<file path="src/logic/core_pkg.sv">
package core_pkg;

   // word addressed memories
   localparam int IMEM_DEPTH = 256;
   localparam int DMEM_DEPTH = 256;
   localparam int ADDR_W     = 8;

   // alu operations
   localparam int ALU_OP_W = 2;
   localparam logic [ALU_OP_W-1:0] ALU_ADD = 2'd0;
   localparam logic [ALU_OP_W-1:0] ALU_SUB = 2'd1;
   localparam logic [ALU_OP_W-1:0] ALU_AND = 2'd2;
   localparam logic [ALU_OP_W-1:0] ALU_XOR = 2'd3;

   // where the written-back value comes from
   localparam int WB_SRC_W = 1;
   localparam logic [WB_SRC_W-1:0] WB_ALU = 1'b0;
   localparam logic [WB_SRC_W-1:0] WB_MEM = 1'b1;

endpackage

</file>
<file path="src/logic/isa_pkg.sv">
package isa_pkg;

   // data word and instruction share one width
   localparam int WORD_W   = 16;
   localparam int REG_W    = 3;
   localparam int NUM_REGS = 8;

   // instruction field widths
   localparam int OPC_W     = 5;
   localparam int FUNC_W    = 2;
   localparam int IMM_W     = 5;
   localparam int LBI_IMM_W = 8;

   // opcodes, instruction bits 15 to 11
   localparam logic [OPC_W-1:0] OP_HALT  = 5'b00000;
   localparam logic [OPC_W-1:0] OP_NOP   = 5'b00001;
   localparam logic [OPC_W-1:0] OP_ADDI  = 5'b01000;
   localparam logic [OPC_W-1:0] OP_SUBI  = 5'b01001;
   localparam logic [OPC_W-1:0] OP_ST    = 5'b10000;
   localparam logic [OPC_W-1:0] OP_LD    = 5'b10001;
   localparam logic [OPC_W-1:0] OP_LBI   = 5'b11000;
   localparam logic [OPC_W-1:0] OP_ALU_R = 5'b11011;

   // r-format function codes in the low two bits
   localparam logic [FUNC_W-1:0] FN_ADD = 2'b00;
   localparam logic [FUNC_W-1:0] FN_SUB = 2'b01;
   localparam logic [FUNC_W-1:0] FN_AND = 2'b10;
   localparam logic [FUNC_W-1:0] FN_XOR = 2'b11;

   // one instruction word, seen as r-format or i-format
   // lbi takes its destination from i_fmt.rs and its immediate from the low byte
   // st keeps the data register in i_fmt.rd
   typedef union packed {
      struct packed {
         logic [OPC_W-1:0]  opcode;
         logic [REG_W-1:0]  rs;
         logic [REG_W-1:0]  rt;
         logic [REG_W-1:0]  rd;
         logic [FUNC_W-1:0] func;
      } r_fmt;
      struct packed {
         logic [OPC_W-1:0] opcode;
         logic [REG_W-1:0] rs;
         logic [REG_W-1:0] rd;
         logic [IMM_W-1:0] imm5;
      } i_fmt;
   } instr_u;

endpackage
</file>
<file path="src/logic/fetch_unit.sv">
`timescale 1ns/1ps

module fetch_unit
   import isa_pkg::*, core_pkg::*;
(
   input  logic              clk,
   input  logic              rst_n_i,
   input  logic              imem_we_i,
   input  logic [ADDR_W-1:0] imem_addr_i,
   input  logic [WORD_W-1:0] imem_wdata_i,
   input  logic              stall_i,
   output logic              fd_valid_o,
   output instr_u            fd_instr_o
);

   logic [WORD_W-1:0] imem [IMEM_DEPTH];
   logic [ADDR_W-1:0] pc_q;

   // program load port, usable at any time
   always_ff @(posedge clk) begin
      if (imem_we_i) begin
         imem[imem_addr_i] <= imem_wdata_i;
      end
   end

   // pc and the valid bit of the fetch/decode register
   always_ff @(posedge clk) begin
      if (!rst_n_i) begin
         pc_q       <= '0;
         fd_valid_o <= 1'b0;
      end else if (!stall_i) begin
         pc_q       <= pc_q + ADDR_W'(1);
         fd_valid_o <= 1'b1;
      end
   end

   // instruction word held while decode stalls
   always_ff @(posedge clk) begin
      if (!stall_i) begin
         fd_instr_o <= imem[pc_q];
      end
   end

endmodule

</file>
<file path="config.mk">
export PLATFORM = sky130hd
export DESIGN_NAME = fetch_unit
export DESIGN_NICKNAME = d
export VERILOG_FILES = /design/src/logic/core_pkg.sv /design/src/logic/isa_pkg.sv /design/src/logic/fetch_unit.sv
export SDC_FILE = /design/constraint.sdc
export NUM_CORES = 2
export LEC_CHECK = 0
export BUFFER_PORTS_ARGS = -buffer_cell sky130_fd_sc_hd__buf_2
export CAP_MARGIN = 0
export CORE_UTILIZATION = 59
export CTS_CLUSTER_DIAMETER = 80
export DETAILED_ROUTE_END_ITERATION = 6
export PLACE_DENSITY_LB_ADDON = 0.08
export SLEW_MARGIN = 30
export SYNTH_ARGS = -nofsm -noshare
export SYNTH_HDL_FRONTEND = slang
export SYNTH_SLANG_ARGS = --single-unit
</file>
<file path="constraint.sdc">
create_clock -name clk -period 3.7 [get_ports clk]
set_input_delay 0.185 -clock clk [delete_from_list [all_inputs] [get_ports clk]]
set_output_delay 0.185 -clock clk [all_outputs]
set_load 0.1 [all_outputs]
</file>
==> impl_metrics.yaml <==
placement:
  globalplace.congestion: 0.8962
  dp_hpwl_um: 283400
  io_buffers: 44
  dp.cells: 11140
  detailed_place.area_um2: 168400
logic_synthesis:
  synth_commonest_cells: "4112 x edfxtp_1, 890 x mux4_2, 354 x mux2i_1"
  ys_ff_latch: 4121
  synth-async-reset-ratio: 0
  syn_inst: 7199
  yosysSeqAreaShare: 0.7786
  syn_nets: 7228
  syn_avg_cell_area_um2: 22.06
  synth_top_area_frac: 0.7775
  yosysMostFrequentCell: "edfxtp_1"
  yosysTopAreaCell: "edfxtp_1"
  synth_area_leaders: "edfxtp_1 78%, mux4_2 13%, mux2i_1 2.2%"
  yosysUniqueCellTypes: 81
  synth-edff-count: 4112
  syn_area_um2: 158800
  yosysWarningCount: 0
  synth_ff_type: "edfxtp_1"
outcome:
  violations: "setup timing"
  status: "finished, violations left"
cts:
  clk_path_buf_depth: 4
  cts_buffers: 403
  htreeDepth: 5
  path_clk_slew_ps: 60
  cts_root_buf: "clkbuf_16"
  worstSkewPairLatency_ps: 960
  cts_tree: "yes"
  clkSinkCount: 4121
cells_and_area:
  fin_area_um2: 182100
  layoutNonFillerInstCount: 11930
  fin_util: 0.6795
  layout-drive-gt1-share: 0.2921
  syn2layout_area_growth_pct: 14.63
  nets: 8060
timing:
  report.final.hold_viol_count: 0
  setup_violations: 1
  worst_hold_slack_ps: 89.33
  fin_crit_sh: 1.001
  fin_crit_ps: 3705
  report.final.slew_viol_count: 0
  relSlewSlack: 0.2291
  fin_worst_skew_ps: 34.25
  max_slew.worst_pin.slew_ps: 1144
  worst_slack_ps: -4.584
  fmax_mhz: 269.9
setup_path:
  cp-end-kind: "flip-flop"
  required_ps: 4400
  worstPathArrival_ps: 4400
  criticalPathCategory: "flip-flop to flip-flop"
  cp_max_fo: 36
  start_kind: "flip-flop"
global_routing:
  antenna_found_initial: 29
  grt_overflow_total: 0
  grt_pass1_vias: 79850
  grt_pass1_wl_um: 633300
  grt_max_degree: 122
  grt.total_usage: 0.3403
routing:
  drtIter0Drc: 12900
  drc: 0
  vias: 82300
  viasPerCell: 6.901
  wl_um: 458600
  firstDrtPassIters: 7
  ant_nets: 0
  post_drt_wl_per_cell_um: 38.45
die:
  die_y_um: 520.8
  io_pins: 45
  dieArea_um2: 271300
  core-area_um2: 267900
  initial_utilization: 0.5928
  rows: 190
  fp.dieW_um: 520.8
hold_path:
  min_path_type: "input port to flip-flop"
run:
  maxCapViolCount: 0
pwr:
  leakagePower_nw: 57.28
  peakVddDrop_uv: 432.4
  p_per_area_nw_per_um2: 541.5
[layer usage]
layer / vias to the layer above / routed length (um) / GRT usage
met1: 43750 / 173500 / 0.4995
met2: 5389 / 207800 / 0.5052
met3: 879 / 56900 / 0.07655
li1: 32260 / - / -
met4: 12 / 20260 / 0.1332
met5: - / 70 / 0
[stage by stage]
stage | worst slack [ps] | power, mW | setup TNS, ps
floorplan | 1015 | 56.12 | 0
detailed placement | -286.1 | 58.69 | -943.4
finish | -4.584 | 98.59 | -4.584
global placement | -476.8 | 58.59 | -1363
CTS | 12.56 | 98.83 | 0
global route | -1.847 | 100.8 | -2.349
[path summary, 6_finish.rpt]
check	from	endpoint	slack, ps	cells after the start
min reg2reg	pc_q[1]$_SDFFE_PN0N_	pc_q[1]$_SDFFE_PN0N_	810	3
max reg2reg	pc_q[0]$_SDFFE_PN0N_	fd_instr_o[7]$_DFFE_PN_	-5	8
min	imem_addr_i[4]	imem[185][5]$_DFFE_PP_	90	4
max	pc_q[0]$_SDFFE_PN0N_	fd_instr_o[7]$_DFFE_PN_	-5	8
[power breakdown]
part | switching [mW] | total (mW) | internal (mW) | leakage (nW)
sequential | 0.0654 | 51.5 | 51.5 | 37.0
clock | 17.4 | 40.8 | 23.3 | 6.37
combinational | 3.69 | 6.29 | 2.60 | 13.9
[timing repair]
action	in CTS	in global routing
endpoints found under the hold margin	1442	31
endpoints found under the setup margin	7	12
hold buffers	25	1
setup buffers	3	5
cloned	0	0
gates resized for setup	12	3
[layout make-up]
type	count	area [um2]
clock buffers	483	10560
multi-input cells	2636	32700
repair buffers	861	8118
inverters	8	41.29
fillers	16570	85860
diodes	8	20.02
well taps	3552	4444
flip-flops and latches	4121	123700
clock inverters	256	2501
[cell families (layout without fill, tap and decap cells)]
group           count (synthesis)  after routing  share of synthesized area
flops                        4121           4121                     0.7786
mux                          1275           1275                     0.1526
compound gates                742            742                    0.03319
simple gates                  612            612                    0.01698
buf+inv                       442           1608                    0.01824
xor+xnor                        6              6                  0.0003309
fa+ha+maj                       1              1                 0.00007877
other cells                     0              8                          0
[flip-flops by register name (all words and copies together) (netlist names)]
name / flops
imem: 4096
fd_valid_o: 1
fd_instr_o: 16
pc_q: 8
[critical path: stages, from the launching register on]
cell     delay [ps]
dfxtp_4         550
buf_4           190
buf_12          280
mux4_2          600
mux4_2          530
a221o_1         490
a21oi_1         440
buf_4           240
o32ai_1          70
[cell usage in the layout, fill, tap and decap left out, types with 17 or more instances in the layout]
cell type	n
buf_12	113
a31oi_1	27
mux4_1	20
nor2_1	214
a22o_1	20
o211ai_1	21
clkbuf_16	411
o221ai_1	54
nand3_1	50
a22oi_1	144
dlygate4sd3_1	26
nor2b_1	17
o21ai_0	49
nor2_2	71
a21oi_1	174
nand2_1	145
edfxtp_1	4112
o22ai_1	28
buf_4	668
a211oi_1	22
nor3_1	17
mux2i_1	353
buf_2	29
clkbuf_1	72
clkinv_1	98
a221oi_1	78
mux4_2	890
bufinv_16	43
clkinv_2	78
(Power assumes the default switching activity.)
