<file path="src/logic/core_pkg.sv">
package core_pkg;

   // word addressed memories
   localparam int IMEM_DEPTH = 256;
   localparam int DMEM_DEPTH = 256;
   localparam int ADDR_W     = 8;

   // alu operations
   localparam int ALU_OP_W = 2;
   localparam logic [ALU_OP_W-1:0] ALU_ADD = 2'd0;
   localparam logic [ALU_OP_W-1:0] ALU_SUB = 2'd1;
   localparam logic [ALU_OP_W-1:0] ALU_AND = 2'd2;
   localparam logic [ALU_OP_W-1:0] ALU_XOR = 2'd3;

   // where the written-back value comes from
   localparam int WB_SRC_W = 1;
   localparam logic [WB_SRC_W-1:0] WB_ALU = 1'b0;
   localparam logic [WB_SRC_W-1:0] WB_MEM = 1'b1;

endpackage

</file>
<file path="src/logic/isa_pkg.sv">
package isa_pkg;

   // data word and instruction share one width
   localparam int WORD_W   = 16;
   localparam int REG_W    = 3;
   localparam int NUM_REGS = 8;

   // instruction field widths
   localparam int OPC_W     = 5;
   localparam int FUNC_W    = 2;
   localparam int IMM_W     = 5;
   localparam int LBI_IMM_W = 8;

   // opcodes, instruction bits 15 to 11
   localparam logic [OPC_W-1:0] OP_HALT  = 5'b00000;
   localparam logic [OPC_W-1:0] OP_NOP   = 5'b00001;
   localparam logic [OPC_W-1:0] OP_ADDI  = 5'b01000;
   localparam logic [OPC_W-1:0] OP_SUBI  = 5'b01001;
   localparam logic [OPC_W-1:0] OP_ST    = 5'b10000;
   localparam logic [OPC_W-1:0] OP_LD    = 5'b10001;
   localparam logic [OPC_W-1:0] OP_LBI   = 5'b11000;
   localparam logic [OPC_W-1:0] OP_ALU_R = 5'b11011;

   // r-format function codes in the low two bits
   localparam logic [FUNC_W-1:0] FN_ADD = 2'b00;
   localparam logic [FUNC_W-1:0] FN_SUB = 2'b01;
   localparam logic [FUNC_W-1:0] FN_AND = 2'b10;
   localparam logic [FUNC_W-1:0] FN_XOR = 2'b11;

   // one instruction word, seen as r-format or i-format
   // lbi takes its destination from i_fmt.rs and its immediate from the low byte
   // st keeps the data register in i_fmt.rd
   typedef union packed {
      struct packed {
         logic [OPC_W-1:0]  opcode;
         logic [REG_W-1:0]  rs;
         logic [REG_W-1:0]  rt;
         logic [REG_W-1:0]  rd;
         logic [FUNC_W-1:0] func;
      } r_fmt;
      struct packed {
         logic [OPC_W-1:0] opcode;
         logic [REG_W-1:0] rs;
         logic [REG_W-1:0] rd;
         logic [IMM_W-1:0] imm5;
      } i_fmt;
   } instr_u;

endpackage
</file>
<file path="src/logic/stage_if.sv">
`timescale 1ns/1ps

interface stage_if
   import isa_pkg::*, core_pkg::*;
();

   logic                valid;
   logic [ALU_OP_W-1:0] alu_op;
   logic [WB_SRC_W-1:0] wb_src;
   logic [REG_W-1:0]    rd;
   logic                reg_wr;
   logic                mem_rd;
   logic                mem_wr;
   logic                halt;
   logic                err;
   logic [WORD_W-1:0]   opa;
   logic [WORD_W-1:0]   opb;
   logic [WORD_W-1:0]   store_data;
   logic [WORD_W-1:0]   result;

   modport producer (output valid, alu_op, wb_src, rd, reg_wr, mem_rd, mem_wr,
                     halt, err, opa, opb, store_data, result);

   modport consumer (input valid, alu_op, wb_src, rd, reg_wr, mem_rd, mem_wr,
                     halt, err, opa, opb, store_data, result);

   // only what the hazard check needs
   modport monitor (input valid, rd, reg_wr);

endinterface

</file>
<file path="src/logic/hazard_unit.sv">
`timescale 1ns/1ps

module hazard_unit
   import isa_pkg::*;
(
   input  logic             [REG_W-1:0] rd_addr_a_i,
   input  logic             [REG_W-1:0] rd_addr_b_i,
   input  logic             src_a_used_i,
   input  logic             src_b_used_i,
   stage_if.monitor         ex,
   stage_if.monitor         mem,
   output logic             stall_o
);

   logic ex_writes;
   logic mem_writes;
   logic a_hit;
   logic b_hit;

   // writeback is covered by the register file bypass
   assign ex_writes  = ex.valid & ex.reg_wr;
   assign mem_writes = mem.valid & mem.reg_wr;

   assign a_hit = (ex_writes && ex.rd == rd_addr_a_i) || (mem_writes && mem.rd == rd_addr_a_i);
   assign b_hit = (ex_writes && ex.rd == rd_addr_b_i) || (mem_writes && mem.rd == rd_addr_b_i);

   assign stall_o = (src_a_used_i & a_hit) | (src_b_used_i & b_hit);

endmodule

</file>
<file path="src/flat_wrapper.sv">
// flat-port wrapper written by rule: the top's interface ports become plain ports
module hazard_unit_flat import isa_pkg::*;
  (rd_addr_a_i, rd_addr_b_i, src_a_used_i, src_b_used_i, stall_o, ex_valid, ex_rd, ex_reg_wr, mem_valid, mem_rd, mem_reg_wr);
  stage_if ex_i ();
  stage_if mem_i ();
  input  logic             [REG_W-1:0] rd_addr_a_i;
  input  logic             [REG_W-1:0] rd_addr_b_i;
  input  logic src_a_used_i;
  input  logic src_b_used_i;
  output logic stall_o;
  input wire logic [$bits(ex_i.valid)-1:0] ex_valid;
  input wire logic [$bits(ex_i.rd)-1:0] ex_rd;
  input wire logic [$bits(ex_i.reg_wr)-1:0] ex_reg_wr;
  input wire logic [$bits(mem_i.valid)-1:0] mem_valid;
  input wire logic [$bits(mem_i.rd)-1:0] mem_rd;
  input wire logic [$bits(mem_i.reg_wr)-1:0] mem_reg_wr;
  assign ex_i.valid = ex_valid;
  assign ex_i.rd = ex_rd;
  assign ex_i.reg_wr = ex_reg_wr;
  assign mem_i.valid = mem_valid;
  assign mem_i.rd = mem_rd;
  assign mem_i.reg_wr = mem_reg_wr;
  hazard_unit u_core (.rd_addr_a_i(rd_addr_a_i), .rd_addr_b_i(rd_addr_b_i), .src_a_used_i(src_a_used_i), .src_b_used_i(src_b_used_i), .ex(ex_i), .mem(mem_i), .stall_o(stall_o));
endmodule
</file>
<file path="config.mk">
export PLATFORM = sky130hd
export DESIGN_NAME = hazard_unit_flat
export DESIGN_NICKNAME = d
export VERILOG_FILES = /design/src/logic/core_pkg.sv /design/src/logic/isa_pkg.sv /design/src/logic/stage_if.sv /design/src/logic/hazard_unit.sv /design/src/flat_wrapper.sv
export SDC_FILE = /design/constraint.sdc
export NUM_CORES = 1
export LEC_CHECK = 0
export BUFFER_PORTS_ARGS = -buffer_cell sky130_fd_sc_hd__buf_2
export CAP_MARGIN = 15
export CORE_AREA = 8 8 45 47
export DETAILED_ROUTE_END_ITERATION = 8
export DIE_AREA = 0 0 53 55
export GPL_TIMING_DRIVEN = 0
export PLACE_DENSITY = 0.34
export SYNTH_ARGS = -nofsm -noshare
export SYNTH_HDL_FRONTEND = slang
export SYNTH_SLANG_ARGS = --single-unit
</file>
<file path="constraint.sdc">
create_clock -name vclk -period 1.04
set_clock_uncertainty 0.05 [all_clocks]
set_input_delay 0.156 -clock vclk [all_inputs]
set_output_delay 0.156 -clock vclk [all_outputs]
set_load 0.005 [all_outputs]
</file>
==> summary.md <==
| Metric | Value |
|---|---|
| Req. time, crit path | ~0.83 ns |
| Violations in the final reports | setup timing |
| CP Max Fanout | 2 |
| Final ANT Viol Nets | 0 |
| Crit path launch type | primary input |
| Non-filler cells, final | 56 |
| Arrival time worst endpoint | around 0.95 ns |
| DR vias/cell | 3.57 |
| Worst slew margin | between 80% and 90% |
| IO Port Bufs | 19 |
| Register area share after synthesis | 0% |
| Mapped cell area | 151 sq um |
| First-pass GRT wire length | 993 um |
| Antenna violations before repair | 0 |
| Postcts setup bufs | 0 |
| Leading area contributor after synthesis | xor2_1 |
| Seq cells | 0 |
| Synth top area cells | xor2_1, nor4_1, nand2_1 |
| Pre-Repair DR Iteration Count | 3 |
| Avg Inst Size Synth | 7.21 sq um |
| Fin Hold WS | ~0.53 ns |
| Critical path class | in2out |
| Fin. max-slew vios | 0 |
| Worst-Margin Slew | around 0.28 ns |
| Vias in the first global route | about 240 |
| Final setup fails | 1 |
| Max IR drop VDD | 101 uV |
| Count leader, synth | xor2_1 |
| Die area | about 0.0029 sq mm |
| I/O pin total | 19 |
| Final hold violation count | 0 |
| ANT cells | 0 |
| Final design utilization | between 20% and 30% |
| WL final | roughly 620 um |
| P&R area growth vs syn | 101% |
| Starting DRT DRC Count | 4 |
| Syn nets | 39 |
| Gpl congestion | 0.643 |
| P_leak | approximately 0.00015 uW |
| Largest net degree at the start of global routing | 3 |
| Fin crit share | 111% |
| Post-synthesis cell count | 21 |
| Share of the synthesized area in the top cell type | 69.4% |
| Worst slack, placed | -0.175 ns |
| Netlist cell types | 5 |
| GRT overflow | 0 |
| Clk_buf instances | 0 |
| Tmin final | ~1.2 ns |
| Max Cap Viol | 0 |
| Layout cell share with drive strength beyond 1 | approximately half |
| Routed length per instance | 11.1 um |
| Post-detail-place hpwl | ~590 um |
| Total track usage | 4.20% |
| P per Cell Area | 342 mW/mm^2 |
| Most frequent cells after synthesis | xor2_1, nor4_1, nand2_1 |
| Register area | 0 sq um |
| Pwr Total | about 100 uW |
| Worst Slack Setup Final | -0.120 ns |
| Drt drc | 0 |
| Fmax achieved | around 0.86 GHz |
| Die Y | approximately 55 um |
| Status | finished, violations left |
| Placed instance count | 56 |
| Final-stage net count | 60 |
| Vias | 200 |
| Starting Density | about 11% |
| Synth warn | 0 |
| CP Capture Type | output port |
| Row count | 14 |
| Unrepaired setup endpoints after global routing | true |
| CORE AREA | around 0.0014 sq mm |
| Die width | about 53 um |
| Hold Path Class | in2out |
routing by layer:
| layer | global-route usage (%) | up-vias | wire [um] |
|---|---|---|---|
| li1 | - | 112 | - |
| met1 | 6.49 | 69 | 358 |
| met2 | 5.27 | 19 | 144 |
| met3 | 1.87 | 0 | 116 |
| met4 | 0 | 0 | 0 |
| met5 | 0 | - | 0 |
cells in the final DEF, fill, tap and decap left out:
master	instances
buf_2	14
nand2_1	3
o21ai_1	2
nor4_2	1
nor4_1	3
buf_6	5
xor2_1	12
critical path, cell delays in order:
cell	delay [ns]
buf_2	0.11
xor2_1	0.14
nor4_1	0.30
o21ai_1	0.09
nand2_1	0.06
buf_2	0.10
worst paths after layout:
| check | startpoint | end | cells past startpoint |
|---|---|---|---|
| max | mem_rd[1] | stall_o | 6 |
| min | src_b_used_i | stall_o | 4 |
cells by family after synthesis:
logic type / share of synthesized area (%)
xor gates and xnor gates: 69.4
and+or+nand+nor: 24.0
AOI/OAI and AO/OA: 6.61
where the power goes:
part | leakage [uW] | internal, uW | switching [uW] | total, uW
clock | 0 | 0 | 0 | 0
sequential | 0 | 0 | 0 | 0
combinational | 0.000152 | 60.0 | 43.9 | 104
metrics by stage:
step	cell area, sq um	setup TNS [ns]
global route	304	-0.193
global placement	267	-0.196
finish	304	-0.120
CTS	298	-0.123
floorplan	151	0
detailed placement	267	-0.175
layout make-up:
type / instances / area (sq um)
Fill cell: 154 / 1080
Multi-Input combinational cell: 21 / 158
Tap cell: 16 / 20.0
Timing Repair Buffer: 19 / 126
timing repair:
item / 4_1_cts / 5_1_grt
gates resized for setup: 6 / 1
pin swaps: 7 / 0
hold buffers: 0 / 0
setup endpoints to repair: 1 / 1
(Power assumes the default switching activity.)
