==> config.mk <==
export PLATFORM = sky130hd
export DESIGN_NAME = reg_file_flat
export DESIGN_NICKNAME = d
export VERILOG_FILES = /design/src/logic/core_pkg.sv /design/src/logic/isa_pkg.sv /design/src/logic/stage_if.sv /design/src/logic/reg_file.sv /design/src/flat_wrapper.sv
export SDC_FILE = /design/constraint.sdc
export NUM_CORES = 1
export LEC_CHECK = 0
export BUFFER_PORTS_ARGS = -buffer_cell sky130_fd_sc_hd__buf_2
export CAP_MARGIN = 10
export CELL_PAD_IN_SITES_DETAIL_PLACEMENT = 0
export CELL_PAD_IN_SITES_GLOBAL_PLACEMENT = 1
export CORE_MARGIN = 1.5
export CORE_UTILIZATION = 50
export CTS_BUF_LIST = sky130_fd_sc_hd__clkbuf_8
export CTS_CLUSTER_SIZE = 28
export DETAILED_ROUTE_END_ITERATION = 7
export PLACE_DENSITY_LB_ADDON = 0.2
export SYNTH_ARGS = -nofsm -noshare
export SYNTH_HDL_FRONTEND = slang
export SYNTH_SLANG_ARGS = --single-unit
==> constraint.sdc <==
create_clock -name clk -period 4.01 [get_ports clk]
set_clock_uncertainty 0.05 [all_clocks]
set_input_delay 0.6015 -clock clk [delete_from_list [all_inputs] [get_ports clk]]
set_output_delay 0.6015 -clock clk [all_outputs]
set_load 0.01 [all_outputs]
==> src/logic/core_pkg.sv <==
package core_pkg;

   // word addressed memories
   localparam int IMEM_DEPTH = 256;
   localparam int DMEM_DEPTH = 256;
   localparam int ADDR_W     = 8;

   // alu operations
   localparam int ALU_OP_W = 2;
   localparam logic [ALU_OP_W-1:0] ALU_ADD = 2'd0;
   localparam logic [ALU_OP_W-1:0] ALU_SUB = 2'd1;
   localparam logic [ALU_OP_W-1:0] ALU_AND = 2'd2;
   localparam logic [ALU_OP_W-1:0] ALU_XOR = 2'd3;

   // where the written-back value comes from
   localparam int WB_SRC_W = 1;
   localparam logic [WB_SRC_W-1:0] WB_ALU = 1'b0;
   localparam logic [WB_SRC_W-1:0] WB_MEM = 1'b1;

endpackage

==> src/logic/isa_pkg.sv <==
package isa_pkg;

   // data word and instruction share one width
   localparam int WORD_W   = 16;
   localparam int REG_W    = 3;
   localparam int NUM_REGS = 8;

   // instruction field widths
   localparam int OPC_W     = 5;
   localparam int FUNC_W    = 2;
   localparam int IMM_W     = 5;
   localparam int LBI_IMM_W = 8;

   // opcodes, instruction bits 15 to 11
   localparam logic [OPC_W-1:0] OP_HALT  = 5'b00000;
   localparam logic [OPC_W-1:0] OP_NOP   = 5'b00001;
   localparam logic [OPC_W-1:0] OP_ADDI  = 5'b01000;
   localparam logic [OPC_W-1:0] OP_SUBI  = 5'b01001;
   localparam logic [OPC_W-1:0] OP_ST    = 5'b10000;
   localparam logic [OPC_W-1:0] OP_LD    = 5'b10001;
   localparam logic [OPC_W-1:0] OP_LBI   = 5'b11000;
   localparam logic [OPC_W-1:0] OP_ALU_R = 5'b11011;

   // r-format function codes in the low two bits
   localparam logic [FUNC_W-1:0] FN_ADD = 2'b00;
   localparam logic [FUNC_W-1:0] FN_SUB = 2'b01;
   localparam logic [FUNC_W-1:0] FN_AND = 2'b10;
   localparam logic [FUNC_W-1:0] FN_XOR = 2'b11;

   // one instruction word, seen as r-format or i-format
   // lbi takes its destination from i_fmt.rs and its immediate from the low byte
   // st keeps the data register in i_fmt.rd
   typedef union packed {
      struct packed {
         logic [OPC_W-1:0]  opcode;
         logic [REG_W-1:0]  rs;
         logic [REG_W-1:0]  rt;
         logic [REG_W-1:0]  rd;
         logic [FUNC_W-1:0] func;
      } r_fmt;
      struct packed {
         logic [OPC_W-1:0] opcode;
         logic [REG_W-1:0] rs;
         logic [REG_W-1:0] rd;
         logic [IMM_W-1:0] imm5;
      } i_fmt;
   } instr_u;

endpackage
==> src/logic/stage_if.sv <==
`timescale 1ns/1ps

interface stage_if
   import isa_pkg::*, core_pkg::*;
();

   logic                valid;
   logic [ALU_OP_W-1:0] alu_op;
   logic [WB_SRC_W-1:0] wb_src;
   logic [REG_W-1:0]    rd;
   logic                reg_wr;
   logic                mem_rd;
   logic                mem_wr;
   logic                halt;
   logic                err;
   logic [WORD_W-1:0]   opa;
   logic [WORD_W-1:0]   opb;
   logic [WORD_W-1:0]   store_data;
   logic [WORD_W-1:0]   result;

   modport producer (output valid, alu_op, wb_src, rd, reg_wr, mem_rd, mem_wr,
                     halt, err, opa, opb, store_data, result);

   modport consumer (input valid, alu_op, wb_src, rd, reg_wr, mem_rd, mem_wr,
                     halt, err, opa, opb, store_data, result);

   // only what the hazard check needs
   modport monitor (input valid, rd, reg_wr);

endinterface

==> src/logic/reg_file.sv <==
`timescale 1ns/1ps

module reg_file
   import isa_pkg::*;
(
   input  logic              clk,
   input  logic              rst_n_i,
   input  logic [REG_W-1:0]  rd_addr_a_i,
   input  logic [REG_W-1:0]  rd_addr_b_i,
   stage_if.consumer         wb,
   output logic [WORD_W-1:0] rd_data_a_o,
   output logic [WORD_W-1:0] rd_data_b_o
);

   logic [WORD_W-1:0] regs [NUM_REGS];
   logic              wr_en;

   assign wr_en = wb.valid & wb.reg_wr;

   always_ff @(posedge clk) begin
      if (!rst_n_i) begin
         for (int i = 0; i < NUM_REGS; i++) begin
            regs[i] <= '0;
         end
      end else if (wr_en) begin
         regs[wb.rd] <= wb.result;
      end
   end

   // same-cycle write is bypassed to the reader
   assign rd_data_a_o = (wr_en && wb.rd == rd_addr_a_i) ? wb.result : regs[rd_addr_a_i];
   assign rd_data_b_o = (wr_en && wb.rd == rd_addr_b_i) ? wb.result : regs[rd_addr_b_i];

endmodule

==> src/flat_wrapper.sv <==
// flat-port wrapper written by rule: the top's interface ports become plain ports
module reg_file_flat import isa_pkg::*;
  (clk, rst_n_i, rd_addr_a_i, rd_addr_b_i, rd_data_a_o, rd_data_b_o, wb_valid, wb_alu_op, wb_wb_src, wb_rd, wb_reg_wr, wb_mem_rd, wb_mem_wr, wb_halt, wb_err, wb_opa, wb_opb, wb_store_data, wb_result);
  stage_if wb_i ();
  input  logic clk;
  input  logic rst_n_i;
  input  logic [REG_W-1:0] rd_addr_a_i;
  input  logic [REG_W-1:0] rd_addr_b_i;
  output logic [WORD_W-1:0] rd_data_a_o;
  output logic [WORD_W-1:0] rd_data_b_o;
  input wire logic [$bits(wb_i.valid)-1:0] wb_valid;
  input wire logic [$bits(wb_i.alu_op)-1:0] wb_alu_op;
  input wire logic [$bits(wb_i.wb_src)-1:0] wb_wb_src;
  input wire logic [$bits(wb_i.rd)-1:0] wb_rd;
  input wire logic [$bits(wb_i.reg_wr)-1:0] wb_reg_wr;
  input wire logic [$bits(wb_i.mem_rd)-1:0] wb_mem_rd;
  input wire logic [$bits(wb_i.mem_wr)-1:0] wb_mem_wr;
  input wire logic [$bits(wb_i.halt)-1:0] wb_halt;
  input wire logic [$bits(wb_i.err)-1:0] wb_err;
  input wire logic [$bits(wb_i.opa)-1:0] wb_opa;
  input wire logic [$bits(wb_i.opb)-1:0] wb_opb;
  input wire logic [$bits(wb_i.store_data)-1:0] wb_store_data;
  input wire logic [$bits(wb_i.result)-1:0] wb_result;
  assign wb_i.valid = wb_valid;
  assign wb_i.alu_op = wb_alu_op;
  assign wb_i.wb_src = wb_wb_src;
  assign wb_i.rd = wb_rd;
  assign wb_i.reg_wr = wb_reg_wr;
  assign wb_i.mem_rd = wb_mem_rd;
  assign wb_i.mem_wr = wb_mem_wr;
  assign wb_i.halt = wb_halt;
  assign wb_i.err = wb_err;
  assign wb_i.opa = wb_opa;
  assign wb_i.opb = wb_opb;
  assign wb_i.store_data = wb_store_data;
  assign wb_i.result = wb_result;
  reg_file u_core (.clk(clk), .rst_n_i(rst_n_i), .rd_addr_a_i(rd_addr_a_i), .rd_addr_b_i(rd_addr_b_i), .wb(wb_i), .rd_data_a_o(rd_data_a_o), .rd_data_b_o(rd_data_b_o));
endmodule
==> impl_metrics.ini <==
[outcome]
status = completed

[timing]
min_period_ns = 3.05
rsz0062_at_grt = false
fmax_mhz = 328
tns_ns = 0
finalSetupViolations = 0
worst_pin_slew_ns = 0.984
drv_slew = 0
hold_viol = 0
period_share_pct = 76.0
maxSlewHeadroom_pct = 34.3

[worst_setup_path]
required_ns = 3.36
critPathArrivalTime_ns = 2.40
path_max_fanout = 22
crit_end = rd_data_a_o[1]
crit_type = input port to output port
start_kind = input port
startpoint = rd_addr_a_i[0]
cp-end-kind = output port

[cells_and_area]
fillers = 1213
syn2layout_area_growth_pct = 11.4
seq_area_um2 = 3840
fin_area_um2 = 8310
nets = 599
largest_register_ffs = 128
reg_top3 = u_core.regs (128)
multi_input_area_um2 = 3450
drive_gt1_share_pct = 35.6
antennaDiodeCount = 0
largest-register = u_core.regs

[cts]
cts_sinks = 128
htreeDepth = 4
ctsRootBufferMaster = clkbuf_8
clk_pin_slew_ns = 0.07
cts_hold_buf = 0
cts_buffer_depth = 2
cts_setup_buffers = 0
cts_made_buffers = 17
cts_resized = 0
cts_tree = yes

[synth]
yosysMostFrequentCell = and2_1
synth_cells = 447
synth_nets = 531
synthFlopType = edfxtp_1
synth.top_cells.by_count = 129 x and2_1, 128 x edfxtp_1, 60 x mux4_1, 53 x mux2_2, 19 x clkbuf_1
synth-edff-count = 128
synth-async-reset-ratio_pct = 0
syn_area_per_cell_um2 = 16.7
ys_seq_elements = 128
ys_warn_count = 0
netlist_area_um2 = 7460
ys_seq_area_share_pct = 51.6
synth.area.top_cells = edfxtp_1 52%, mux4_1 21%, and2_1 11%
synth.top_cell.area_share_pct = 51.6
yosysTopAreaCell = edfxtp_1
ys_types = 20

[routing]
route.met2.wl_um = 9860
routed.top_layer = met4
wl_met1_um = 7000
totalWireLength_um = 18200
ant_nets = 0
via_count = 4331
drt_pass1_iterations = 5
met3_length_um = 1050
wl_per_cell_um = 25.7
drc_errors = 0
drtIter0Drc = 279
avgViaCountPerCell = 6.11

[floorplan]
die_w_um = 125
initial_core_util_pct = 51.3
coreArea_um2 = 14500
die_h_um = 125
dieArea_um2 = 15700
ios = 116
rows = 44

[placement]
hpwlAfterDp_um = 11200
port-buffer-count = 60
gp_congestion = 0.785
post_dp_cell_area_um2 = 8010

[pwr]
internal-power_mw = 2.19
p_leak_nw = 3.16
p_sw_mw = 0.720
irDropWorstVdd_uv = 196
swShare_pct = 24.7
clock_power_share_pct = 29.8
finalPower_mw = 2.91
pwr-share-seq_pct = 54.3
power_density_nw_per_um2 = 350
combPwrFrac_pct = 15.9

[global_route]
overflow = 0
grt_pass1_wl_um = 27100
grt_max_degree = 34
track_usage_pct = 24.2
antenna_found_initial = 0
grt_pass1_vias = 4442

[hold_path]
worstHoldPathType = input port to flip-flop

[job]
drv_cap = 0
[layout make-up]
type                       count  share of cell area, %
clock buffer                  17                   2.82
multi-input combinational    286                   41.5
timing repair buffer          82                   5.91
tap                          184                   2.77
clock inverter                12                  0.693
sequential                   128                   46.3
[logic make-up after synthesis]
| kind of cell | Yosys count | share of synthesized area [%] |
|---|---|---|
| AOI/OAI and AO/OA | 6 | 0.403 |
| buffers and inverters | 33 | 2.68 |
| DFF | 128 | 51.6 |
| and+or+nand+nor | 146 | 12.1 |
| xor gates and xnor gates | 6 | 0.705 |
| muxes | 128 | 32.6 |
[cell usage in the layout (no fill, tap or decap)]
cell type,n
and2_1,129
edfxtp_1,128
mux4_1,60
buf_2,60
mux2_2,53
buf_4,20
clkbuf_8,17
mux2_4,11
clkinv_2,7
xnor2_1,6
o21ai_2,6
mux4_2,4
nand2b_1,4
nor2_2,4
nand4_1,3
nor3_2,2
nor2_1,2
inv_1,2
clkinv_1,2
buf_12,2
nand4b_1,1
nand2_1,1
clkinvlp_4,1
[worst min path at each step]
| stage | slack (ns) | startpoint | to | depth (start not counted) |
|---|---|---|---|---|
| floorplan | 0.75 | wb_result[0] | u_core.regs[0][0]$_SDFFCE_PN0P_ | 1 |
| global placement | 0.93 | wb_result[15] | u_core.regs[5][15]$_SDFFCE_PN0P_ | 2 |
| detailed placement | 0.94 | wb_result[7] | u_core.regs[2][7]$_SDFFCE_PN0P_ | 2 |
| CTS | 0.46 | wb_result[7] | u_core.regs[2][7]$_SDFFCE_PN0P_ | 2 |
| global route | 0.49 | wb_result[15] | u_core.regs[7][15]$_SDFFCE_PN0P_ | 2 |
| finish | 0.49 | wb_result[15] | u_core.regs[4][15]$_SDFFCE_PN0P_ | 2 |
[power groups by stage]
stage	Sequential, mW	Combinational [mW]	Clock [mW]
global placement	1.60	0.460	0
detailed placement	1.61	0.467	0
CTS	1.58	0.469	0.890
floorplan	1.60	0.312	0
global route	1.59	0.492	0.932
finish	1.58	0.463	0.867
[critical path: stages]
cell and delay [ns]:
buf_2 0.25, buf_12 0.24, mux4_1 0.58, mux2_2 0.30
mux2_2 0.26, buf_2 0.14
[metrics by stage]
stage	cells	hold slack [ns]	utilization [%]	setup slack, ns
global route	709	0.492	57.1	0.914
CTS	709	0.456	57.1	0.951
floorplan	447	0.750	-	1.32
global placement	680	0.932	55.1	0.952
finish	709	0.489	57.1	0.963
detailed placement	680	0.943	55.1	0.951
[layer usage]
layer / GRT usage, % / up-vias
li1: - / 1932
met1: 29.6 / 2227
met2: 43.7 / 151
met3: 3.55 / 21
met5: 0 / -
met4: 8.76 / 0
Note: power is estimated with default switching activity, not from simulation.
