`config.mk`:
```
export PLATFORM = sky130hd
export DESIGN_NAME = execute_unit_flat
export DESIGN_NICKNAME = d
export VERILOG_FILES = /design/src/logic/core_pkg.sv /design/src/logic/isa_pkg.sv /design/src/logic/stage_if.sv /design/src/logic/execute_unit.sv /design/src/flat_wrapper.sv
export SDC_FILE = /design/constraint.sdc
export NUM_CORES = 1
export LEC_CHECK = 0
export BUFFER_PORTS_ARGS = -buffer_cell sky130_fd_sc_hd__buf_2
export CAP_MARGIN = 20
export CORE_ASPECT_RATIO = 0.9
export CORE_MARGIN = 2
export CORE_UTILIZATION = 43
export DETAILED_ROUTE_END_ITERATION = 7
export GPL_TIMING_DRIVEN = 0
export MAX_ROUTING_LAYER = met4
export PLACE_DENSITY = 0.87
export REMOVE_ABC_BUFFERS = 1
export SYNTH_ARGS = -nofsm -noshare
export SYNTH_HDL_FRONTEND = slang
export SYNTH_SLANG_ARGS = --single-unit
export TNS_END_PERCENT = 1
```
`constraint.sdc`:
```
create_clock -name clk -period 9.1 [get_ports clk]
set_input_delay 1.82 -clock clk [delete_from_list [all_inputs] [get_ports clk]]
set_output_delay 1.82 -clock clk [all_outputs]
set_load 0.005 [all_outputs]
```
`src/logic/core_pkg.sv`:
```
package core_pkg;

   // word addressed memories
   localparam int IMEM_DEPTH = 256;
   localparam int DMEM_DEPTH = 256;
   localparam int ADDR_W     = 8;

   // alu operations
   localparam int ALU_OP_W = 2;
   localparam logic [ALU_OP_W-1:0] ALU_ADD = 2'd0;
   localparam logic [ALU_OP_W-1:0] ALU_SUB = 2'd1;
   localparam logic [ALU_OP_W-1:0] ALU_AND = 2'd2;
   localparam logic [ALU_OP_W-1:0] ALU_XOR = 2'd3;

   // where the written-back value comes from
   localparam int WB_SRC_W = 1;
   localparam logic [WB_SRC_W-1:0] WB_ALU = 1'b0;
   localparam logic [WB_SRC_W-1:0] WB_MEM = 1'b1;

endpackage

```
`src/logic/isa_pkg.sv`:
```
package isa_pkg;

   // data word and instruction share one width
   localparam int WORD_W   = 16;
   localparam int REG_W    = 3;
   localparam int NUM_REGS = 8;

   // instruction field widths
   localparam int OPC_W     = 5;
   localparam int FUNC_W    = 2;
   localparam int IMM_W     = 5;
   localparam int LBI_IMM_W = 8;

   // opcodes, instruction bits 15 to 11
   localparam logic [OPC_W-1:0] OP_HALT  = 5'b00000;
   localparam logic [OPC_W-1:0] OP_NOP   = 5'b00001;
   localparam logic [OPC_W-1:0] OP_ADDI  = 5'b01000;
   localparam logic [OPC_W-1:0] OP_SUBI  = 5'b01001;
   localparam logic [OPC_W-1:0] OP_ST    = 5'b10000;
   localparam logic [OPC_W-1:0] OP_LD    = 5'b10001;
   localparam logic [OPC_W-1:0] OP_LBI   = 5'b11000;
   localparam logic [OPC_W-1:0] OP_ALU_R = 5'b11011;

   // r-format function codes in the low two bits
   localparam logic [FUNC_W-1:0] FN_ADD = 2'b00;
   localparam logic [FUNC_W-1:0] FN_SUB = 2'b01;
   localparam logic [FUNC_W-1:0] FN_AND = 2'b10;
   localparam logic [FUNC_W-1:0] FN_XOR = 2'b11;

   // one instruction word, seen as r-format or i-format
   // lbi takes its destination from i_fmt.rs and its immediate from the low byte
   // st keeps the data register in i_fmt.rd
   typedef union packed {
      struct packed {
         logic [OPC_W-1:0]  opcode;
         logic [REG_W-1:0]  rs;
         logic [REG_W-1:0]  rt;
         logic [REG_W-1:0]  rd;
         logic [FUNC_W-1:0] func;
      } r_fmt;
      struct packed {
         logic [OPC_W-1:0] opcode;
         logic [REG_W-1:0] rs;
         logic [REG_W-1:0] rd;
         logic [IMM_W-1:0] imm5;
      } i_fmt;
   } instr_u;

endpackage
```
`src/logic/stage_if.sv`:
```
`timescale 1ns/1ps

interface stage_if
   import isa_pkg::*, core_pkg::*;
();

   logic                valid;
   logic [ALU_OP_W-1:0] alu_op;
   logic [WB_SRC_W-1:0] wb_src;
   logic [REG_W-1:0]    rd;
   logic                reg_wr;
   logic                mem_rd;
   logic                mem_wr;
   logic                halt;
   logic                err;
   logic [WORD_W-1:0]   opa;
   logic [WORD_W-1:0]   opb;
   logic [WORD_W-1:0]   store_data;
   logic [WORD_W-1:0]   result;

   modport producer (output valid, alu_op, wb_src, rd, reg_wr, mem_rd, mem_wr,
                     halt, err, opa, opb, store_data, result);

   modport consumer (input valid, alu_op, wb_src, rd, reg_wr, mem_rd, mem_wr,
                     halt, err, opa, opb, store_data, result);

   // only what the hazard check needs
   modport monitor (input valid, rd, reg_wr);

endinterface

```
`src/logic/execute_unit.sv`:
```
`timescale 1ns/1ps

module execute_unit
   import isa_pkg::*, core_pkg::*;
(
   input  logic      clk,
   input  logic      rst_n_i,
   stage_if.consumer de,
   stage_if.producer em
);

   logic [WORD_W-1:0] alu_out;

   // sub is opa minus opb
   always_comb begin
      unique case (de.alu_op)
         ALU_ADD: alu_out = de.opa + de.opb;
         ALU_SUB: alu_out = de.opa - de.opb;
         ALU_AND: alu_out = de.opa & de.opb;
         ALU_XOR: alu_out = de.opa ^ de.opb;
      endcase
   end

   always_ff @(posedge clk) begin
      if (!rst_n_i) begin
         em.valid <= 1'b0;
      end else begin
         em.valid <= de.valid;
      end
   end

   // payload of the execute/memory register
   always_ff @(posedge clk) begin
      em.alu_op     <= de.alu_op;
      em.wb_src     <= de.wb_src;
      em.rd         <= de.rd;
      em.reg_wr     <= de.reg_wr;
      em.mem_rd     <= de.mem_rd;
      em.mem_wr     <= de.mem_wr;
      em.halt       <= de.halt;
      em.err        <= de.err;
      em.opa        <= de.opa;
      em.opb        <= de.opb;
      em.store_data <= de.store_data;
      em.result     <= alu_out;
   end

endmodule

```
`src/flat_wrapper.sv`:
```
// flat-port wrapper written by rule: the top's interface ports become plain ports
module execute_unit_flat import isa_pkg::*, core_pkg::*;
  (clk, rst_n_i, de_valid, de_alu_op, de_wb_src, de_rd, de_reg_wr, de_mem_rd, de_mem_wr, de_halt, de_err, de_opa, de_opb, de_store_data, de_result, em_valid, em_alu_op, em_wb_src, em_rd, em_reg_wr, em_mem_rd, em_mem_wr, em_halt, em_err, em_opa, em_opb, em_store_data, em_result);
  stage_if de_i ();
  stage_if em_i ();
  input  logic clk;
  input  logic rst_n_i;
  input wire logic [$bits(de_i.valid)-1:0] de_valid;
  input wire logic [$bits(de_i.alu_op)-1:0] de_alu_op;
  input wire logic [$bits(de_i.wb_src)-1:0] de_wb_src;
  input wire logic [$bits(de_i.rd)-1:0] de_rd;
  input wire logic [$bits(de_i.reg_wr)-1:0] de_reg_wr;
  input wire logic [$bits(de_i.mem_rd)-1:0] de_mem_rd;
  input wire logic [$bits(de_i.mem_wr)-1:0] de_mem_wr;
  input wire logic [$bits(de_i.halt)-1:0] de_halt;
  input wire logic [$bits(de_i.err)-1:0] de_err;
  input wire logic [$bits(de_i.opa)-1:0] de_opa;
  input wire logic [$bits(de_i.opb)-1:0] de_opb;
  input wire logic [$bits(de_i.store_data)-1:0] de_store_data;
  input wire logic [$bits(de_i.result)-1:0] de_result;
  output wire logic [$bits(em_i.valid)-1:0] em_valid;
  output wire logic [$bits(em_i.alu_op)-1:0] em_alu_op;
  output wire logic [$bits(em_i.wb_src)-1:0] em_wb_src;
  output wire logic [$bits(em_i.rd)-1:0] em_rd;
  output wire logic [$bits(em_i.reg_wr)-1:0] em_reg_wr;
  output wire logic [$bits(em_i.mem_rd)-1:0] em_mem_rd;
  output wire logic [$bits(em_i.mem_wr)-1:0] em_mem_wr;
  output wire logic [$bits(em_i.halt)-1:0] em_halt;
  output wire logic [$bits(em_i.err)-1:0] em_err;
  output wire logic [$bits(em_i.opa)-1:0] em_opa;
  output wire logic [$bits(em_i.opb)-1:0] em_opb;
  output wire logic [$bits(em_i.store_data)-1:0] em_store_data;
  output wire logic [$bits(em_i.result)-1:0] em_result;
  assign de_i.valid = de_valid;
  assign de_i.alu_op = de_alu_op;
  assign de_i.wb_src = de_wb_src;
  assign de_i.rd = de_rd;
  assign de_i.reg_wr = de_reg_wr;
  assign de_i.mem_rd = de_mem_rd;
  assign de_i.mem_wr = de_mem_wr;
  assign de_i.halt = de_halt;
  assign de_i.err = de_err;
  assign de_i.opa = de_opa;
  assign de_i.opb = de_opb;
  assign de_i.store_data = de_store_data;
  assign de_i.result = de_result;
  assign em_valid = em_i.valid;
  assign em_alu_op = em_i.alu_op;
  assign em_wb_src = em_i.wb_src;
  assign em_rd = em_i.rd;
  assign em_reg_wr = em_i.reg_wr;
  assign em_mem_rd = em_i.mem_rd;
  assign em_mem_wr = em_i.mem_wr;
  assign em_halt = em_i.halt;
  assign em_err = em_i.err;
  assign em_opa = em_i.opa;
  assign em_opb = em_i.opb;
  assign em_store_data = em_i.store_data;
  assign em_result = em_i.result;
  execute_unit u_core (.clk(clk), .rst_n_i(rst_n_i), .de(de_i), .em(em_i));
endmodule
```
==> results by group <==
Logic synthesis
  • Yosys warns: 0
  • Post-synthesis sequential area ratio: 0.4820
  • Top cell type by total area after synthesis: dfxtp_1
  • Cell area after synthesis: 0.003157 mm^2
  • Asr flop ratio synth: 0
  • Count of different cell masters after synthesis: 45
  • Post-synth EDFFs: 0
  • Synth Instances: 300
  • Most used flip-flop cell after synthesis: dfxtp_1
  • Synth top area cells: dfxtp_1 (48%), ha_1 (13%), xnor2_1 (5.8%)
  • Synth Register Bits: 76
  • Post-synth top cells: dfxtp_1 (76), ha_1 (32), a21oi_1 (24), xnor2_1 (21)
  • Most common cell in the netlist: dfxtp_1
  • Area share of the largest cell type after synthesis: 0.4820
  • Syn Area/Cell: between 10 and 15 um^2

Hold path
  • Hold Crit Endpoint: u_core.em.store_data[1]
  • WHS Path Cells: 1
  • Min-delay src: de_store_data[1]
  • Worst min-delay path class: input pin to register

Finish
  • Area occupied by multi-input gates: about 0.0016 mm^2
  • Util after Layout: 0.5839
  • Antenna cells: 0
  • Post-route cell area: 0.004131 mm^2
  • Fillers: 638
  • Nets@finish: 550
  • Register area: 0.001521 mm^2
  • Share of layout cells above drive strength 1: 0.3649
  • Area delta synth->final: 30.88%

Die
  • Die Y: 85.29 um
  • Core Region: 0.007076 mm^2
  • Initial Utilization: 0.4462
  • Die area: slightly above 0.008 mm^2
  • # rows: 29
  • DIE WIDTH: ~94 um
  • I/O pins: 154

Drt
  • Antenna-violating nets left: 0
  • Remaining DRCs: 0
  • Final WL: 7.343 mm
  • First-pass DRT Iterations: 4
  • Vias per cell: 4.978
  • Total number of vias: 2,673
  • DRT iter0 DRCs: 124
  • WL per Instance: 13.67 um

Setup path
  • Most common cell on crit path: nor3_1
  • CP startpoint: de_alu_op[0]
  • CP peak stage delay: 0.89 ns
  • CP top delay family: simple AND/OR/NAND/NOR gates
  • CP Launch Type: input pin
  • Critical path type: input pin to register
  • Worst path cell trace: buf_2 -> nor2b_1 -> mux2i_1 -> fa_1 -> a211oi_1 -> o21bai_1 -> a21o_1 -> a31oi_1 -> nor3_1 -> nor3_1
  • CP Buf/Inv Count: 1
  • CP Data Required Time: 9.37 ns
  • Critical Path AT: 5.25 ns
  • Crit end category: register
  • Slowest CP cell: nor2b_1
  • Critical path peak fanout: 24

Clock tree
  • CTS H-tree depth: 3
  • Root buffer cell: clkbuf_8
  • CTS tree: done
  • Post-CTS sizing: 0
  • CTS buffer count: 9
  • Setup Fix Bufs, Post-CTS: 0
  • Clock slew at reported path FFs: 0.08 ns
  • Post-CTS Hold Buffers: 0
  • Maximum buffer depth of the clock tree: 2
  • Clk sinks: 76

Timing
  • Setup Viol. Count Final: 0
  • Post-Route Setup TNS: 0 ns
  • Final period utilization: 0.5471
  • Unrepaired setup endpoints after global routing: false
  • Count of pins over their slew limit: 0
  • Max Freq: 200.9 MHz
  • Slew @ Worst Pin: 1.033 ns
  • Final min period: 4.978 ns
  • Hold Vio Cnt, Final: 0
  • Max-slew headroom: 0.3097

Placement
  • Placement-stage cell area: ~0.004 mm^2
  • PortBufs: 137
  • Placer Congestion: roughly 0.88
  • Hpwl dp: between 5 and 6 mm

GRT
  • GRT overflow: 0
  • Initial antenna violation count: 0
  • Largest net degree at the start of global routing: 25
  • First-pass GRT wire length: roughly 12 mm
  • Number of global-route vias before repair: around 2,600
  • GRT Overall Usage: 0.1907

Power and ir drop
  • PD cells: 196.3 mW/mm^2
  • Pleak: 2.007 nW
  • Worst ir drop on vdd: 0.1085 mV

Flow run
  • Maxcap violations: 0

Run status
  • Status: complete, no violations
==> final cells by class <==
class | count | area share
Clock buffer | 10 | 0.03331
Clock inverter | 6 | 0.01726
Inverter | 13 | 0.01181
Multi-Input combinational cell | 202 | 0.3752
Sequential cell | 76 | 0.3683
Tap cell | 93 | 0.02816
Timing Repair Buffer | 137 | 0.1660
==> power by group <==
group	switching [W]	internal, W	total (W)	leakage, nW
logic	0.0000926	0.0000835	0.000176	1.27
clock network	0.000132	0.000136	0.000268	0.0995
registers	0.00000568	0.000361	0.000367	0.641
==> sequential cells by signal, summed over array words and instances, names as in the netlist <==
signal,count
u_core.em.opb,16
u_core.em.reg_wr,1
u_core.em.mem_rd,1
u_core.em.alu_op,2
u_core.em.result,16
u_core.em.store_data,16
u_core.em.mem_wr,1
u_core.em.err,1
u_core.em.wb_src,1
u_core.em.halt,1
u_core.em.rd,3
u_core.em.valid,1
u_core.em.opa,16
==> cells by family (layout without fill, tap and decap cells) <==
kind of cell	Yosys count	after routing	share of synthesized area
AO/OA/AOI/OAI	73	73	0.1443
XOR/XNOR	26	26	0.07452
adder cells (fa/ha/maj)	33	33	0.1332
buffers and inverters	22	166	0.02695
flip-flops	76	76	0.4820
multiplexers	13	13	0.04241
AND/OR/NAND/NOR	57	57	0.09671
==> layout by cell type, fill, tap and decap left out, types with 4 or more instances in the layout <==
| cell | count |
|---|---|
| nor3_1 | 7 |
| o21ai_0 | 15 |
| xnor2_1 | 21 |
| dfxtp_1 | 76 |
| o211ai_1 | 4 |
| mux2i_1 | 10 |
| a21o_1 | 7 |
| a21oi_1 | 24 |
| ha_1 | 32 |
| a31oi_1 | 7 |
| inv_1 | 13 |
| clkbuf_8 | 10 |
| buf_2 | 137 |
| nand2b_1 | 6 |
| xor2_1 | 4 |
| nand2_1 | 11 |
| nor2_1 | 15 |
==> metrics by stage <==
step | worst slack, ns | total power (W) | instances | hold slack [ns]
after CTS | 4.057 | 0.0008191 | 537 | 1.550
after floorplan | 4.860 | 0.0004792 | 291 | 1.848
after global placement | 3.823 | 0.0005439 | 521 | 1.922
after global routing | 3.739 | 0.0008588 | 537 | 1.539
after detailed placement | 3.702 | 0.0005504 | 521 | 1.924
final | 4.122 | 0.0008110 | 537 | 1.557
==> layer usage <==
metal,global-route usage,part of all wire,wire length (um),vias up
met5,-,0,0,-
met3,0.06483,0.093,685,10
met2,0.3260,0.47,3441,111
met1,0.2125,0.43,3121,1213
met4,0.05138,0.013,94,0
li1,-,-,-,1339
==> worst max-delay path by stage <==
stage,cells after the start,to
2_1_floorplan,9,u_core.em.result[14]
3_3_place_gp,10,u_core.em.result[12]
3_5_place_dp,10,u_core.em.result[12]
4_1_cts,10,u_core.em.result[12]
5_1_grt,10,u_core.em.result[12]
6_report,10,u_core.em.result[12]
No activity file was read; power rests on OpenSTA's default activity.
